$ cat src/tlk_line_pkg.sv
`default_nettype none

package tlk_line_pkg;

    //////////////////////////////
    // line codes
    //////////////////////////////

    // sync code, d5.6 on the msb byte
    localparam logic [7:0] k28_5_c = 8'hBC;
    localparam logic [7:0] d5_6_c  = 8'hC5;

    // frame start pair
    localparam logic [7:0] k27_7_c = 8'hFB;
    localparam logic [7:0] k28_2_c = 8'h5C;

    // both k flags with all ones means the link is down
    localparam logic [15:0] link_idle_c = 16'hFFFF;

    localparam logic [31:0] frame_head_c = 32'hEB90E116;

    //////////////////////////////
    // receive states
    //////////////////////////////

    typedef enum logic [3:0] {
        IDLE,
        SYNC,
        FRAME_HEAD,
        DATA_TYPE,
        LINE_INFO,
        DATA_LENGTH,
        RECV_DATA,
        CHECK_DATA,
        FRAME_END1,
        FRAME_END2
    } rx_state_e;

endpackage

`default_nettype wire

$ cat src/tlk_data_pkg.sv
`default_nettype none

package tlk_data_pkg;

    // one serdes beat
    typedef logic [15:0] beat_t;

    // four beats, first beat on top
    typedef logic [63:0] word_t;

    // length in bytes, always even
    typedef logic [15:0] frame_len_t;

    typedef logic [23:0] line_num_t;
    typedef logic [3:0]  data_type_t;
    typedef logic [1:0]  channel_id_t;

endpackage

`default_nettype wire

$ cat src/rx_frame_fsm.sv
`default_nettype none

module rx_frame_fsm
    import tlk_line_pkg::*, tlk_data_pkg::*;
(
    input  logic      i_2711_rx_clk,
    input  logic      i_rst_n,
    input  logic      i_rkmsb,
    input  logic      i_rklsb,
    input  beat_t     i_rxd,
    input  beat_t     i_rxd_prev,
    output rx_state_e o_state,
    output logic      o_payload_beat,
    output logic      o_last_payload,
    output logic      o_in_body,
    output logic      o_frame_done
);

    rx_state_e   state;
    rx_state_e   state_nxt;
    logic [14:0] half_len;
    logic [14:0] pay_cnt;
    logic        sync_hit;
    logic        start_hit;
    logic        head_hit;

    assign sync_hit  = ~i_rkmsb & i_rklsb & (i_rxd == {d5_6_c, k28_5_c});
    assign start_hit = i_rkmsb & i_rklsb & (i_rxd == {k28_2_c, k27_7_c});
    // head flag spans two beats
    assign head_hit  = ({i_rxd_prev, i_rxd} == frame_head_c);

    always_ff @(posedge i_2711_rx_clk) begin
        if (!i_rst_n) begin
            state <= IDLE;
        end else begin
            state <= state_nxt;
        end
    end

    always_comb begin
        state_nxt = state;
        case (state)
            IDLE:        if (sync_hit) state_nxt = SYNC;
            SYNC:        if (start_hit) state_nxt = FRAME_HEAD;
            FRAME_HEAD:  if (head_hit) state_nxt = DATA_TYPE;
            DATA_TYPE:   state_nxt = LINE_INFO;
            LINE_INFO:   state_nxt = DATA_LENGTH;
            DATA_LENGTH: state_nxt = RECV_DATA;
            RECV_DATA:   if (o_last_payload) state_nxt = CHECK_DATA;
            CHECK_DATA:  state_nxt = FRAME_END1;
            FRAME_END1:  state_nxt = FRAME_END2;
            FRAME_END2:  state_nxt = IDLE;
            default:     state_nxt = IDLE;
        endcase
    end

    // length is in bytes, count in beats
    always_ff @(posedge i_2711_rx_clk) begin
        if (state == DATA_LENGTH) begin
            half_len <= i_rxd[15:1];
        end
    end

    always_ff @(posedge i_2711_rx_clk) begin
        if (!i_rst_n) begin
            pay_cnt <= '0;
        end else if (state == RECV_DATA) begin
            pay_cnt <= pay_cnt + 15'd1;
        end else begin
            pay_cnt <= '0;
        end
    end

    assign o_state        = state;
    assign o_payload_beat = (state == RECV_DATA);
    assign o_last_payload = o_payload_beat & (pay_cnt == half_len - 15'd1);
    assign o_in_body      = (state == DATA_TYPE) | (state == LINE_INFO) |
                            (state == DATA_LENGTH) | (state == RECV_DATA) |
                            (state == CHECK_DATA);
    assign o_frame_done   = (state == FRAME_END1);

endmodule

`default_nettype wire

$ cat src/frame_header_capture.sv
`default_nettype none

module frame_header_capture
    import tlk_line_pkg::*, tlk_data_pkg::*;
(
    input  logic        i_2711_rx_clk,
    input  logic        i_rst_n,
    input  rx_state_e   i_state,
    input  beat_t       i_rxd,
    output data_type_t  o_data_type,
    output channel_id_t o_channel_id,
    output logic        o_file_end,
    output line_num_t   o_line_number,
    output frame_len_t  o_frame_length,
    output logic        o_checksum_err
);

    beat_t checksum;

    //////////////////////////////
    // header fields
    //////////////////////////////

    always_ff @(posedge i_2711_rx_clk) begin
        case (i_state)
            DATA_TYPE: begin
                // bit 15 is spare
                o_file_end            <= i_rxd[14];
                o_channel_id          <= i_rxd[13:12];
                o_data_type           <= i_rxd[11:8];
                o_line_number[23:16]  <= i_rxd[7:0];
            end
            LINE_INFO: begin
                o_line_number[15:0] <= i_rxd;
            end
            DATA_LENGTH: begin
                o_frame_length <= i_rxd;
            end
            default: begin
            end
        endcase
    end

    //////////////////////////////
    // checksum
    //////////////////////////////

    // mod 2^16 sum from data type up to the last payload beat
    always_ff @(posedge i_2711_rx_clk) begin
        case (i_state)
            IDLE, SYNC, FRAME_HEAD: begin
                checksum <= '0;
            end
            DATA_TYPE, LINE_INFO, DATA_LENGTH, RECV_DATA: begin
                checksum <= checksum + i_rxd;
            end
            default: begin
            end
        endcase
    end

    // flag holds until the next frame's check beat
    always_ff @(posedge i_2711_rx_clk) begin
        if (!i_rst_n) begin
            o_checksum_err <= 1'b0;
        end else if (i_state == CHECK_DATA) begin
            o_checksum_err <= (checksum != i_rxd);
        end
    end

endmodule

`default_nettype wire

$ cat src/payload_packer.sv
`default_nettype none

module payload_packer
    import tlk_data_pkg::*;
(
    input  logic  i_2711_rx_clk,
    input  logic  i_rst_n,
    input  beat_t i_rxd,
    input  logic  i_payload_beat,
    input  logic  i_last_payload,
    output logic  o_push,
    output word_t o_word
);

    logic [1:0] pos;
    word_t      word_sr;
    logic       word_done;

    // first beat of a word clears the rest, so a short word comes out zero padded
    always_ff @(posedge i_2711_rx_clk) begin
        if (i_payload_beat) begin
            case (pos)
                2'd0:    word_sr        <= {i_rxd, 48'd0};
                2'd1:    word_sr[47:32] <= i_rxd;
                2'd2:    word_sr[31:16] <= i_rxd;
                default: word_sr[15:0]  <= i_rxd;
            endcase
        end
    end

    always_ff @(posedge i_2711_rx_clk) begin
        if (!i_rst_n) begin
            pos       <= 2'd0;
            word_done <= 1'b0;
            o_push    <= 1'b0;
        end else begin
            if (i_payload_beat) begin
                // restart on a word boundary for the next frame
                pos <= i_last_payload ? 2'd0 : pos + 2'd1;
            end
            word_done <= i_payload_beat & ((pos == 2'd3) | i_last_payload);
            o_push    <= word_done;
        end
    end

    // separate output stage, word_sr is already taking the next word
    always_ff @(posedge i_2711_rx_clk) begin
        if (word_done) begin
            o_word <= word_sr;
        end
    end

endmodule

`default_nettype wire

$ cat src/word_credit_fifo.sv
`default_nettype none

module word_credit_fifo
    import tlk_data_pkg::*;
#(
    parameter int FIFO_DEPTH = 8,
    parameter int CREDITS    = 4
) (
    input  logic  i_2711_rx_clk,
    input  logic  i_rst_n,
    input  logic  i_push,
    input  word_t i_word,
    input  logic  i_credit_return,
    output logic  o_word_valid,
    output word_t o_word_data,
    output logic  o_overflow
);

    localparam int PW = (FIFO_DEPTH > 1) ? $clog2(FIFO_DEPTH) : 1;
    localparam int CW = $clog2(FIFO_DEPTH + 1);
    localparam int RW = $clog2(CREDITS + 1);

    word_t         mem [FIFO_DEPTH];
    logic [PW-1:0] wr_ptr;
    logic [PW-1:0] rd_ptr;
    logic [CW-1:0] fill;
    logic [RW-1:0] credit;
    logic          full;
    logic          push_ok;
    logic          send;

    // depth need not be a power of two
    function automatic logic [PW-1:0] next_ptr(input logic [PW-1:0] ptr);
        if (ptr == PW'(FIFO_DEPTH - 1)) begin
            return '0;
        end
        return ptr + 1'b1;
    endfunction

    assign full    = (fill == CW'(FIFO_DEPTH));
    assign push_ok = i_push & ~full;
    assign send    = (fill != '0) & (credit != '0);

    always_ff @(posedge i_2711_rx_clk) begin
        if (push_ok) begin
            mem[wr_ptr] <= i_word;
        end
        if (send) begin
            o_word_data <= mem[rd_ptr];
        end
    end

    always_ff @(posedge i_2711_rx_clk) begin
        if (!i_rst_n) begin
            wr_ptr       <= '0;
            rd_ptr       <= '0;
            fill         <= '0;
            credit       <= RW'(CREDITS);
            o_word_valid <= 1'b0;
            o_overflow   <= 1'b0;
        end else begin
            if (push_ok) begin
                wr_ptr <= next_ptr(wr_ptr);
            end
            if (send) begin
                rd_ptr <= next_ptr(rd_ptr);
            end
            case ({push_ok, send})
                2'b10:   fill <= fill + 1'b1;
                2'b01:   fill <= fill - 1'b1;
                default: fill <= fill;
            endcase
            // send and return together cancel out
            case ({send, i_credit_return})
                2'b10:   credit <= credit - 1'b1;
                2'b01:   credit <= credit + 1'b1;
                default: credit <= credit;
            endcase
            o_word_valid <= send;
            // serdes can't be stalled, so a push into a full FIFO is lost
            if (i_push & full) begin
                o_overflow <= 1'b1;
            end
        end
    end

endmodule

`default_nettype wire

$ cat src/loss_monitor.sv
`default_nettype none

module loss_monitor
    import tlk_line_pkg::*, tlk_data_pkg::*;
#(
    parameter int HOLDOFF_CYCLES = 10000000
) (
    input  logic  i_2711_rx_clk,
    input  logic  i_rst_n,
    input  logic  i_rkmsb,
    input  logic  i_rklsb,
    input  beat_t i_rxd,
    input  logic  i_in_body,
    input  logic  i_link_loss_ena,
    input  logic  i_sync_loss_ena,
    output logic  o_link_loss,
    output logic  o_sync_loss
);

    localparam int TW = $clog2(HOLDOFF_CYCLES + 1);

    logic [1:0] det;
    logic [1:0] ena;
    logic [1:0] pulse;

    // bit 0 link loss, bit 1 sync loss
    assign det[0] = i_rkmsb & i_rklsb & (i_rxd == link_idle_c);
    assign det[1] = (i_rkmsb | i_rklsb) & i_in_body;
    assign ena    = {i_sync_loss_ena, i_link_loss_ena};

    for (genvar g = 0; g < 2; g++) begin : g_det
        logic          hold;
        logic [TW-1:0] timer;

        always_ff @(posedge i_2711_rx_clk) begin
            if (!i_rst_n || !ena[g]) begin
                pulse[g] <= 1'b0;
                hold     <= 1'b0;
                timer    <= '0;
            end else begin
                pulse[g] <= det[g] & ~hold & ~pulse[g];
                if (pulse[g]) begin
                    hold <= 1'b1;
                end else if (timer == TW'(HOLDOFF_CYCLES)) begin
                    hold <= 1'b0;
                end
                // hold-off window keeps the host from being flooded
                timer <= hold ? timer + 1'b1 : '0;
            end
        end
    end

    assign o_link_loss = pulse[0];
    assign o_sync_loss = pulse[1];

endmodule

`default_nettype wire

$ cat src/tlk2711_rx_top.sv
`default_nettype none

module tlk2711_rx_top
    import tlk_line_pkg::*, tlk_data_pkg::*;
#(
    parameter int FIFO_DEPTH     = 8,
    parameter int CREDITS        = 4,
    parameter int HOLDOFF_CYCLES = 10000000
) (
    input  logic        i_2711_rx_clk,
    input  logic        i_rst_n,
    input  logic        i_2711_rkmsb,
    input  logic        i_2711_rklsb,
    input  beat_t       i_2711_rxd,
    input  logic        i_link_loss_ena,
    input  logic        i_sync_loss_ena,
    input  logic        i_credit_return,
    output data_type_t  o_data_type,
    output channel_id_t o_channel_id,
    output logic        o_file_end,
    output line_num_t   o_line_number,
    output frame_len_t  o_frame_length,
    output logic        o_checksum_err,
    output logic        o_frame_done,
    output logic        o_word_valid,
    output word_t       o_word_data,
    output logic        o_overflow,
    output logic        o_link_loss,
    output logic        o_sync_loss
);

    beat_t     rxd_prev;
    rx_state_e state;
    logic      payload_beat;
    logic      last_payload;
    logic      in_body;
    logic      push;
    word_t     packed_word;

    // previous beat for the two-beat head flag
    always_ff @(posedge i_2711_rx_clk) begin
        rxd_prev <= i_2711_rxd;
    end

    //////////////////////////////
    // frame parsing
    //////////////////////////////

    rx_frame_fsm fsm_i (
        .i_2711_rx_clk  (i_2711_rx_clk),
        .i_rst_n        (i_rst_n),
        .i_rkmsb        (i_2711_rkmsb),
        .i_rklsb        (i_2711_rklsb),
        .i_rxd          (i_2711_rxd),
        .i_rxd_prev     (rxd_prev),
        .o_state        (state),
        .o_payload_beat (payload_beat),
        .o_last_payload (last_payload),
        .o_in_body      (in_body),
        .o_frame_done   (o_frame_done)
    );

    frame_header_capture hdr_i (
        .i_2711_rx_clk  (i_2711_rx_clk),
        .i_rst_n        (i_rst_n),
        .i_state        (state),
        .i_rxd          (i_2711_rxd),
        .o_data_type    (o_data_type),
        .o_channel_id   (o_channel_id),
        .o_file_end     (o_file_end),
        .o_line_number  (o_line_number),
        .o_frame_length (o_frame_length),
        .o_checksum_err (o_checksum_err)
    );

    //////////////////////////////
    // payload path
    //////////////////////////////

    payload_packer packer_i (
        .i_2711_rx_clk  (i_2711_rx_clk),
        .i_rst_n        (i_rst_n),
        .i_rxd          (i_2711_rxd),
        .i_payload_beat (payload_beat),
        .i_last_payload (last_payload),
        .o_push         (push),
        .o_word         (packed_word)
    );

    word_credit_fifo #(
        .FIFO_DEPTH (FIFO_DEPTH),
        .CREDITS    (CREDITS)
    ) fifo_i (
        .i_2711_rx_clk   (i_2711_rx_clk),
        .i_rst_n         (i_rst_n),
        .i_push          (push),
        .i_word          (packed_word),
        .i_credit_return (i_credit_return),
        .o_word_valid    (o_word_valid),
        .o_word_data     (o_word_data),
        .o_overflow      (o_overflow)
    );

    loss_monitor #(
        .HOLDOFF_CYCLES (HOLDOFF_CYCLES)
    ) loss_i (
        .i_2711_rx_clk   (i_2711_rx_clk),
        .i_rst_n         (i_rst_n),
        .i_rkmsb         (i_2711_rkmsb),
        .i_rklsb         (i_2711_rklsb),
        .i_rxd           (i_2711_rxd),
        .i_in_body       (in_body),
        .i_link_loss_ena (i_link_loss_ena),
        .i_sync_loss_ena (i_sync_loss_ena),
        .o_link_loss     (o_link_loss),
        .o_sync_loss     (o_sync_loss)
    );

endmodule

`default_nettype wire

$ cat config.mk
export PLATFORM = sky130hd
export DESIGN_NAME = tlk2711_rx_top
export DESIGN_NICKNAME = d
export VERILOG_FILES = /design/src/tlk_line_pkg.sv /design/src/tlk_data_pkg.sv /design/src/rx_frame_fsm.sv /design/src/frame_header_capture.sv /design/src/payload_packer.sv /design/src/word_credit_fifo.sv /design/src/loss_monitor.sv /design/src/tlk2711_rx_top.sv
export SDC_FILE = /design/constraint.sdc
export NUM_CORES = 1
export LEC_CHECK = 0
export BUFFER_PORTS_ARGS = -buffer_cell sky130_fd_sc_hd__buf_2
export CAP_MARGIN = 20
export CORE_UTILIZATION = 50
export CTS_BUF_LIST = sky130_fd_sc_hd__clkbuf_2
export DETAILED_ROUTE_END_ITERATION = 7
export PLACE_DENSITY = 0.67
export SYNTH_ARGS = -nofsm -noshare
export SYNTH_HDL_FRONTEND = slang
export SYNTH_SLANG_ARGS = --single-unit
export TNS_END_PERCENT = 30
$ cat constraint.sdc
create_clock -name i_2711_rx_clk -period 16.25 [get_ports i_2711_rx_clk]
set_input_delay 3.25 -clock i_2711_rx_clk [delete_from_list [all_inputs] [get_ports i_2711_rx_clk]]
set_output_delay 3.25 -clock i_2711_rx_clk [all_outputs]
set_load 0.005 [all_outputs]
==> results of run 1 <==
[routing by layer]
layer,part of all wire,GRT usage,vias to the layer above
met4,0.020,0.06476,0
met5,0,0,-
li1,-,-,7652
met1,0.42,0.2709,8534
met2,0.50,0.3400,574
met3,0.065,0.05820,98
[worst paths after layout]
path | to | depth (start not counted)
max | o_frame_done | 2
min | packer_i.o_word[12]$_DFFE_PP_ | 0
max reg2reg | packer_i.pos[1]$_SDFFE_PN0P_ | 7
min reg2reg | packer_i.o_word[12]$_DFFE_PP_ | 0
[cells in the final DEF (no fill, tap or decap), drive strengths merged, types with 15 or more instances in the layout]
master  netlist  routed
and3         15      15
and2         42      42
a21oi        23      23
nor3         22      22
buf          14     164
nor4         16      16
inv          27      30
xnor2        38      38
clkinv        0      77
ha           33      33
nand4        17      17
clkbuf       44     282
nor2b        30      30
mux2         64      64
nor2        100     100
edfxtp      767     767
xor2         47      47
dfxtp       107     107
o21ai        22      22
nand2        46      46
nand3        41      41
mux4        128     128
[metrics by stage]
stage	setup slack [ps]	cell area (um^2)	instances
finish	10480	36740	3088
global route	10160	36740	3088
CTS	10370	36720	3081
detailed placement	10400	34820	2710
global placement	10400	34820	2710
floorplan	8227	33000	1749
[cell families (layout without fill, tap and decap cells)]
logic type,count (synthesis),after routing,share of synthesized area
compound gates,87,87,0.01699
xor+xnor,85,85,0.02256
fa+ha+maj,36,36,0.01433
buf+inv,85,562,0.01020
flops,874,874,0.7630
mux,199,199,0.1113
other cells,0,7,0
simple gates,383,383,0.06162
[flip-flops by register name (all words and copies together) (netlist names), 3 cells and up]
| signal | count |
|---|---|
| fifo_i.mem | 512 |
| fifo_i.wr_ptr | 3 |
| loss_i.g_det.timer | 48 |
| packer_i.word_sr | 64 |
| fsm_i.o_state | 4 |
| fifo_i.rd_ptr | 3 |
| hdr_i.o_data_type | 4 |
| fifo_i.o_word_data | 64 |
| hdr_i.checksum | 16 |
| packer_i.o_word | 64 |
| fsm_i.half_len | 15 |
| fifo_i.credit | 3 |
| fifo_i.fill | 4 |
| hdr_i.o_line_number | 24 |
| fsm_i.pay_cnt | 15 |
| rxd_prev | 16 |
[worst reg2reg max path: stages (launching register included)]
cell      delay, ps
edfxtp_1        570
or3_2           550
or4_1           520
xnor2_1         170
a211o_2         290
nor4_1          260
nand4_1         360
a41o_1          350
[cell type report]
type                            instances  area, um^2  share of cell area
Antenna cell                            7       17.52           0.0004768
Clock buffer                          282        1411             0.03842
Clock inverter                         89       493.0             0.01342
Inverter                               27       101.3            0.002759
Multi-Input combinational cell        790        7560              0.2058
Sequential cell                       874       25190              0.6856
Tap cell                              855        1070             0.02912
Timing Repair Buffer                  164       895.9             0.02439
[where the power goes]
group,internal (mW),switching (mW)
Combinational,0.272,0.287
Sequential,2.54,0.0704
Clock,0.543,0.847
Total,3.35,1.20
==> run summary, run 1 <==
status -> finished clean
die area -> 67,020 um^2
number of flops mapped to enable cells by yosys -> 767
critical path class -> reg -> out
CTS Buf Count -> 206
Vias -> 16,860
critical path capture point type -> primary output
routed wire length -> 67,580 um
Synth area leaders -> edfxtp_1 (70%), mux4_2 (8.7%), dfxtp_1 (6.5%), mux2_2 (2.2%), ha_1 (1.3%)
final core occ -> 0.5668
Max IR drop VDD -> 0.00007539 V
clk sinks -> 874
slowest CP cell -> dfxtp_1
register area share after synthesis -> 0.7630
Die H -> 258.9 um
hold crit path type -> reg -> reg
Critical Path Max Stage Delay -> 440 ps
synthesized cell area -> 33,000 um^2
remaining antenna violation count -> 0
Cell Pwr Density -> 124.1 nW/um^2
time the worst path needs with I/O delays and setup -> 5767 ps
syn avg cell area -> 18.87 um^2
NumNets Final -> 2,122
FF+latch count, synth -> 874
Post-CTS Resized -> 0
Critical Path Fanout Max -> 12
Rows -> 93
Boundary Pins -> 140
worst setup path start -> fsm_i.o_state[0]$_SDFFE_PN0P_
Warnings, synthesis -> 0
final setup vio count -> 0
P_leak -> 13.08 nW
RSZ-0062 raised after global routing -> false
layout cells sized above 1 -> 0.3131
Pwr Total -> 4.558 mW
Critical path buffers and inverters -> 1
WP data arrival -> 2520 ps
Longest Clk Path Bufs -> 3
total gr overflow -> 0
setup repair bufs after CTS -> 0
max-slew violation count -> 0
H-tree depth -> 4
CP Data Required Time -> 13,000 ps
post-route clock skew -> 74.51 ps
Synth area leader -> edfxtp_1
crit-path leading delay family -> flip-flops
post-synth top area share -> 0.6980
Tot GR Track Use -> 0.2080
Root Driver -> clkbuf_2
GP Congestion -> 0.8183
list of most frequent post-synthesis cells -> edfxtp_1 (767), mux4_2 (128), dfxtp_1 (107)
ys async rst share -> 0
slew margin rel. -> 0.2821
Iter 0 DRT Violations -> 1,063
Routed WL per cell -> 21.88 um
Layout fillers -> 4,977
1st-pass router iterations -> 5
port bufs -> 139
Fin. Hold Viols -> 0
antenna violations before repair -> 2
core area -> 64,810 um^2
Max-Cap Viols -> 0
detailed-route DRC error count -> 0
Setup Total Neg Slack -> 0 ps
Netlist cell types -> 58
initial core utilization -> 0.5091
most frequent cell after synthesis -> edfxtp_1
reg-to-reg startpoint -> fsm_i.half_len[2]$_DFFE_PP_
CTS tree -> built
Layout area overhead -> 11.34%
critical hold path startpoint -> packer_i.word_sr[12]$_SDFFCE_PP0P_
pin count of the biggest net entering global routing -> 111
critical path cell sequence -> nor4b_1 > buf_2
hold buffer count at CTS -> 0
Fmax -> 173.4 MHz
Worst setup SP type -> register
ys flop type -> edfxtp_1
DP HPWL -> 38,200 um
first-pass GRT wire length -> 103,000 um
clk_lat worst skew -> 1460 ps
Syn Nets -> 1,808
Tightest Pin Transition -> 1077 ps
hold slack -> 398.9 ps
number of global-route vias before repair -> 17,560
crit share post-route -> 0.3549
Vias/cell -> 5.459
R2R Setup Slk -> 13,090 ps
Cells after Synth -> 1,749
register clock-pin slew on the reported worst setup and hold paths -> 110 ps
chip width -> 258.9 um
(Power assumes the default switching activity.)
==> inputs of run 2 (changes only) <==
Settings changed: ABC_AREA from default to 1, PLACE_DENSITY 0.67 to 0.69.
Clock period 16.25 ns to 4.6 ns, I/O delays scaled along.
==> run 2 against run 1 <==
Clock skew shrank 4.7 ps. Sequential cell count did not move. Register-to-register slack got worse by 11000 ps. Highest routed layer unchanged. Largest cell class unchanged. Combinational power rose to 7.2 times the previous value. Hold slack got worse by 54 ps. Non-clock buffer count up 36. Power grew to 4.1 times the previous value. Global-route usage grew 2.0 points. Core utilization is 0.32 points lower. Critical endpoint unchanged. Critical path depth up 2. Die area up 2.6%.
==> run summary, run 2 <==
Critical Path Fanout Max -> 6 (-6)
post-route clock skew -> 69.85 ps (-4.661 ps)
Warnings, synthesis -> 0 (unchanged)
WP data arrival -> 2480 ps (-40 ps)
chip width -> 262.3 um (+1.3%)
sequential cell area -> 25,180 um^2 (about the same)
Reg power frac -> 0.513 (-0.059)
max reg flops -> 512 (unchanged)
Iter 0 DRT Violations -> 1,833 (+72%)
Boundary Pins -> 140 (unchanged)
post-route cell area -> 37,850 um^2 (+3.0%)
most frequent cell after synthesis -> edfxtp_1
WHS Path Cells -> 2 (+2)
DP Area -> 35,590 um^2 (+2.2%)
list of most frequent post-synthesis cells -> edfxtp_1 (767), nor2_1 (607), o21ai_0 (302)
critical path class -> reg -> out
synthesized cell area -> 33,870 um^2 (+2.7%)
setup repair bufs after CTS -> 0 (unchanged)
RSZ-0062 raised after global routing -> false
Int Pwr -> 12.56 mW (+270%)
initial core utilization -> 0.5044 (-0.004677)
Post-CTS Resized -> 0 (unchanged)
FF+latch count, synth -> 874 (unchanged)
syn avg cell area -> 12.44 um^2 (-34%)
Top reg by flops -> fifo_i.mem
ys async rst share -> 0 (unchanged)
Longest Clk Path Bufs -> 3 (unchanged)
detailed-route DRC error count -> 0 (unchanged)
sw power -> 6.010 mW (+400%)
hold crit path type -> in -> reg
clk sinks -> 874 (unchanged)
NumNets Final -> 3,079 (+45%)
Cells after Synth -> 2,722 (+56%)
Routed WL per cell -> 19.28 um (-12%)
CP Data Required Time -> 3680 ps (-9320 ps)
die area -> 68,800 um^2 (+2.6%)
Rows -> 95 (+2.2%)
Die H -> 262.3 um (+1.3%)
H-tree depth -> 4 (unchanged)
P_leak -> 13.73 nW (+5.0%)
max-slew violation count -> 0 (unchanged)
Synth area leader -> edfxtp_1
CTS tree -> built
post-synth top area share -> 0.6799 (-0.01813)
status -> finished clean
routed wire length -> 78,460 um (+16%)
total gr overflow -> 0 (unchanged)
Vias -> 22,150 (+31%)
Syn Nets -> 2,781 (+54%)
first-pass GRT wire length -> 120,800 um (+17%)
clk_lat worst skew -> 1420 ps (-40 ps)
Logic pwr share -> 0.215 (+0.092)
slew margin rel. -> 0.1848 (-0.09731)
remaining antenna violation count -> 0 (unchanged)
Max IR drop VDD -> 0.0004404 V (+480%)
core area -> 67,160 um^2 (+3.6%)
Switching Share -> 0.3237 (+0.05955)
Cell Pwr Density -> 490.5 nW/um^2 (+300%)
port bufs -> 139 (unchanged)
Synth area leaders -> edfxtp_1 (68%), nor2_1 (6.7%), dfxtp_1 (6.3%), o21ai_0 (4.5%), nand2_1 (2.1%)
Fin. Hold Viols -> 0 (unchanged)
crit share post-route -> 0.7383
Netlist cell types -> 48 (-17%)
register area share after synthesis -> 0.7431 (-0.01981)
Layout area overhead -> 11.75%
Tot GR Track Use -> 0.2279 (+0.01990)
Setup Total Neg Slack -> 0 ps (unchanged)
most frequent cells in the layout -> edfxtp_1 (767), nor2_1 (597), clkbuf_2 (313)
CTS Buf Count -> 208 (+0.97%)
Tightest Pin Transition -> 1223 ps (+146.0 ps)
Multi-input gate area -> 7621 um^2 (+0.81%)
antenna violations before repair -> 3 (+1)
hold buffer count at CTS -> 26 (+26)
ys flop type -> edfxtp_1
Layout fillers -> 5,476 (+10%)
DP HPWL -> 45,360 um (+19%)
time the worst path needs with I/O delays and setup -> 3396 ps
1st-pass router iterations -> 5 (unchanged)
Worst setup SP type -> register
Max-Cap Viols -> 0 (unchanged)
worst reg-to-reg path cell count -> 5 (-2)
most common cell after layout, fill and taps aside -> edfxtp_1
number of global-route vias before repair -> 22,120 (+26%)
Fmax -> 294.5 MHz
GP Congestion -> 0.8856 (+8.2%)
hold slack -> 345.0 ps (-53.95 ps)
final setup vio count -> 0 (unchanged)
pin count of the biggest net entering global routing -> 203 (+83%)
Vias/cell -> 5.443 (-0.29%)
Clock power frac -> 0.272 (-0.033)
number of flops mapped to enable cells by yosys -> 767 (unchanged)
critical path capture point type -> primary output
layout cells sized above 1 -> 0.1758 (-0.1373)
Root Driver -> clkbuf_2
register clock-pin slew on the reported worst setup and hold paths -> 110 ps (about the same)
run 2: per-layer routing:
metal / track usage / share of wire / up-vias
met5: 0 / 0 / -
met4: 0.1006 / 0.029 / 0
met3: 0.05126 / 0.074 / 167
met2: 0.3728 / 0.49 / 864
met1: 0.2924 / 0.41 / 10710
li1: - / - / 10400
run 2: power by group through the flow:
stage	Combinational (mW)	Clock (mW)	Sequential [mW]
6_report	4.00	5.05	9.52
5_1_grt	4.46	5.58	9.58
4_1_cts	4.01	5.19	9.53
3_5_place_dp	3.98	0	9.71
3_3_place_gp	3.81	0	9.70
2_1_floorplan	2.67	0	9.57
run 2: worst max-delay path, stage by stage, from the launching register on:
cell and delay [ps]:
dfxtp_1 380, nor2_1 160, inv_1 90, nor3_1 280
buf_2 180
run 2: area by class of cell:
cell class                 instances  area share
inverter                         188     0.01887
clock inverter                    68     0.01058
multi-input combinational       1548      0.2013
antenna                            5   0.0003305
timing repair buffer             200     0.03338
sequential                       874      0.6653
tap                              873     0.02886
clock buffer                     313     0.04138
run 2: metrics by stage:
step,util,setup WS [ps],cells,power (mW)
after floorplan,-,592.4,2722,12.23
after global placement,0.5299,1348,3656,13.52
after detailed placement,0.5299,1333,3656,13.69
after CTS,0.5631,1081,4063,18.73
after global routing,0.5637,1003,4069,19.61
final,0.5637,1204,4069,18.57
run 2: worst paths after layout:
kind	from	to	slack [ps]
worst max-delay path	fsm_i.o_state[0]$_SDFFE_PN0P_	o_frame_done	1200
worst min register to register	packer_i.word_sr[19]$_SDFFCE_PP0P_	packer_i.o_word[19]$_DFFE_PP_	410
worst max register to register	fifo_i.rd_ptr[0]$_SDFFE_PN0P_	fifo_i.o_word_data[50]$_DFFE_PP_	1860
worst min-delay path	i_2711_rxd[1]	rxd_prev[1]$_DFF_P_	340
run 2: kinds of logic (layout without fill, tap and decap cells):
group | after synthesis | after routing | synth area share
AND/OR/NAND/NOR | 966 | 966 | 0.1195
flip-flops | 874 | 874 | 0.7431
AO/OA/AOI/OAI | 523 | 523 | 0.08329
buffers and inverters | 300 | 769 | 0.03380
adder cells (fa/ha/maj) | 36 | 36 | 0.01396
XOR/XNOR | 23 | 23 | 0.006353
other | 0 | 5 | 0
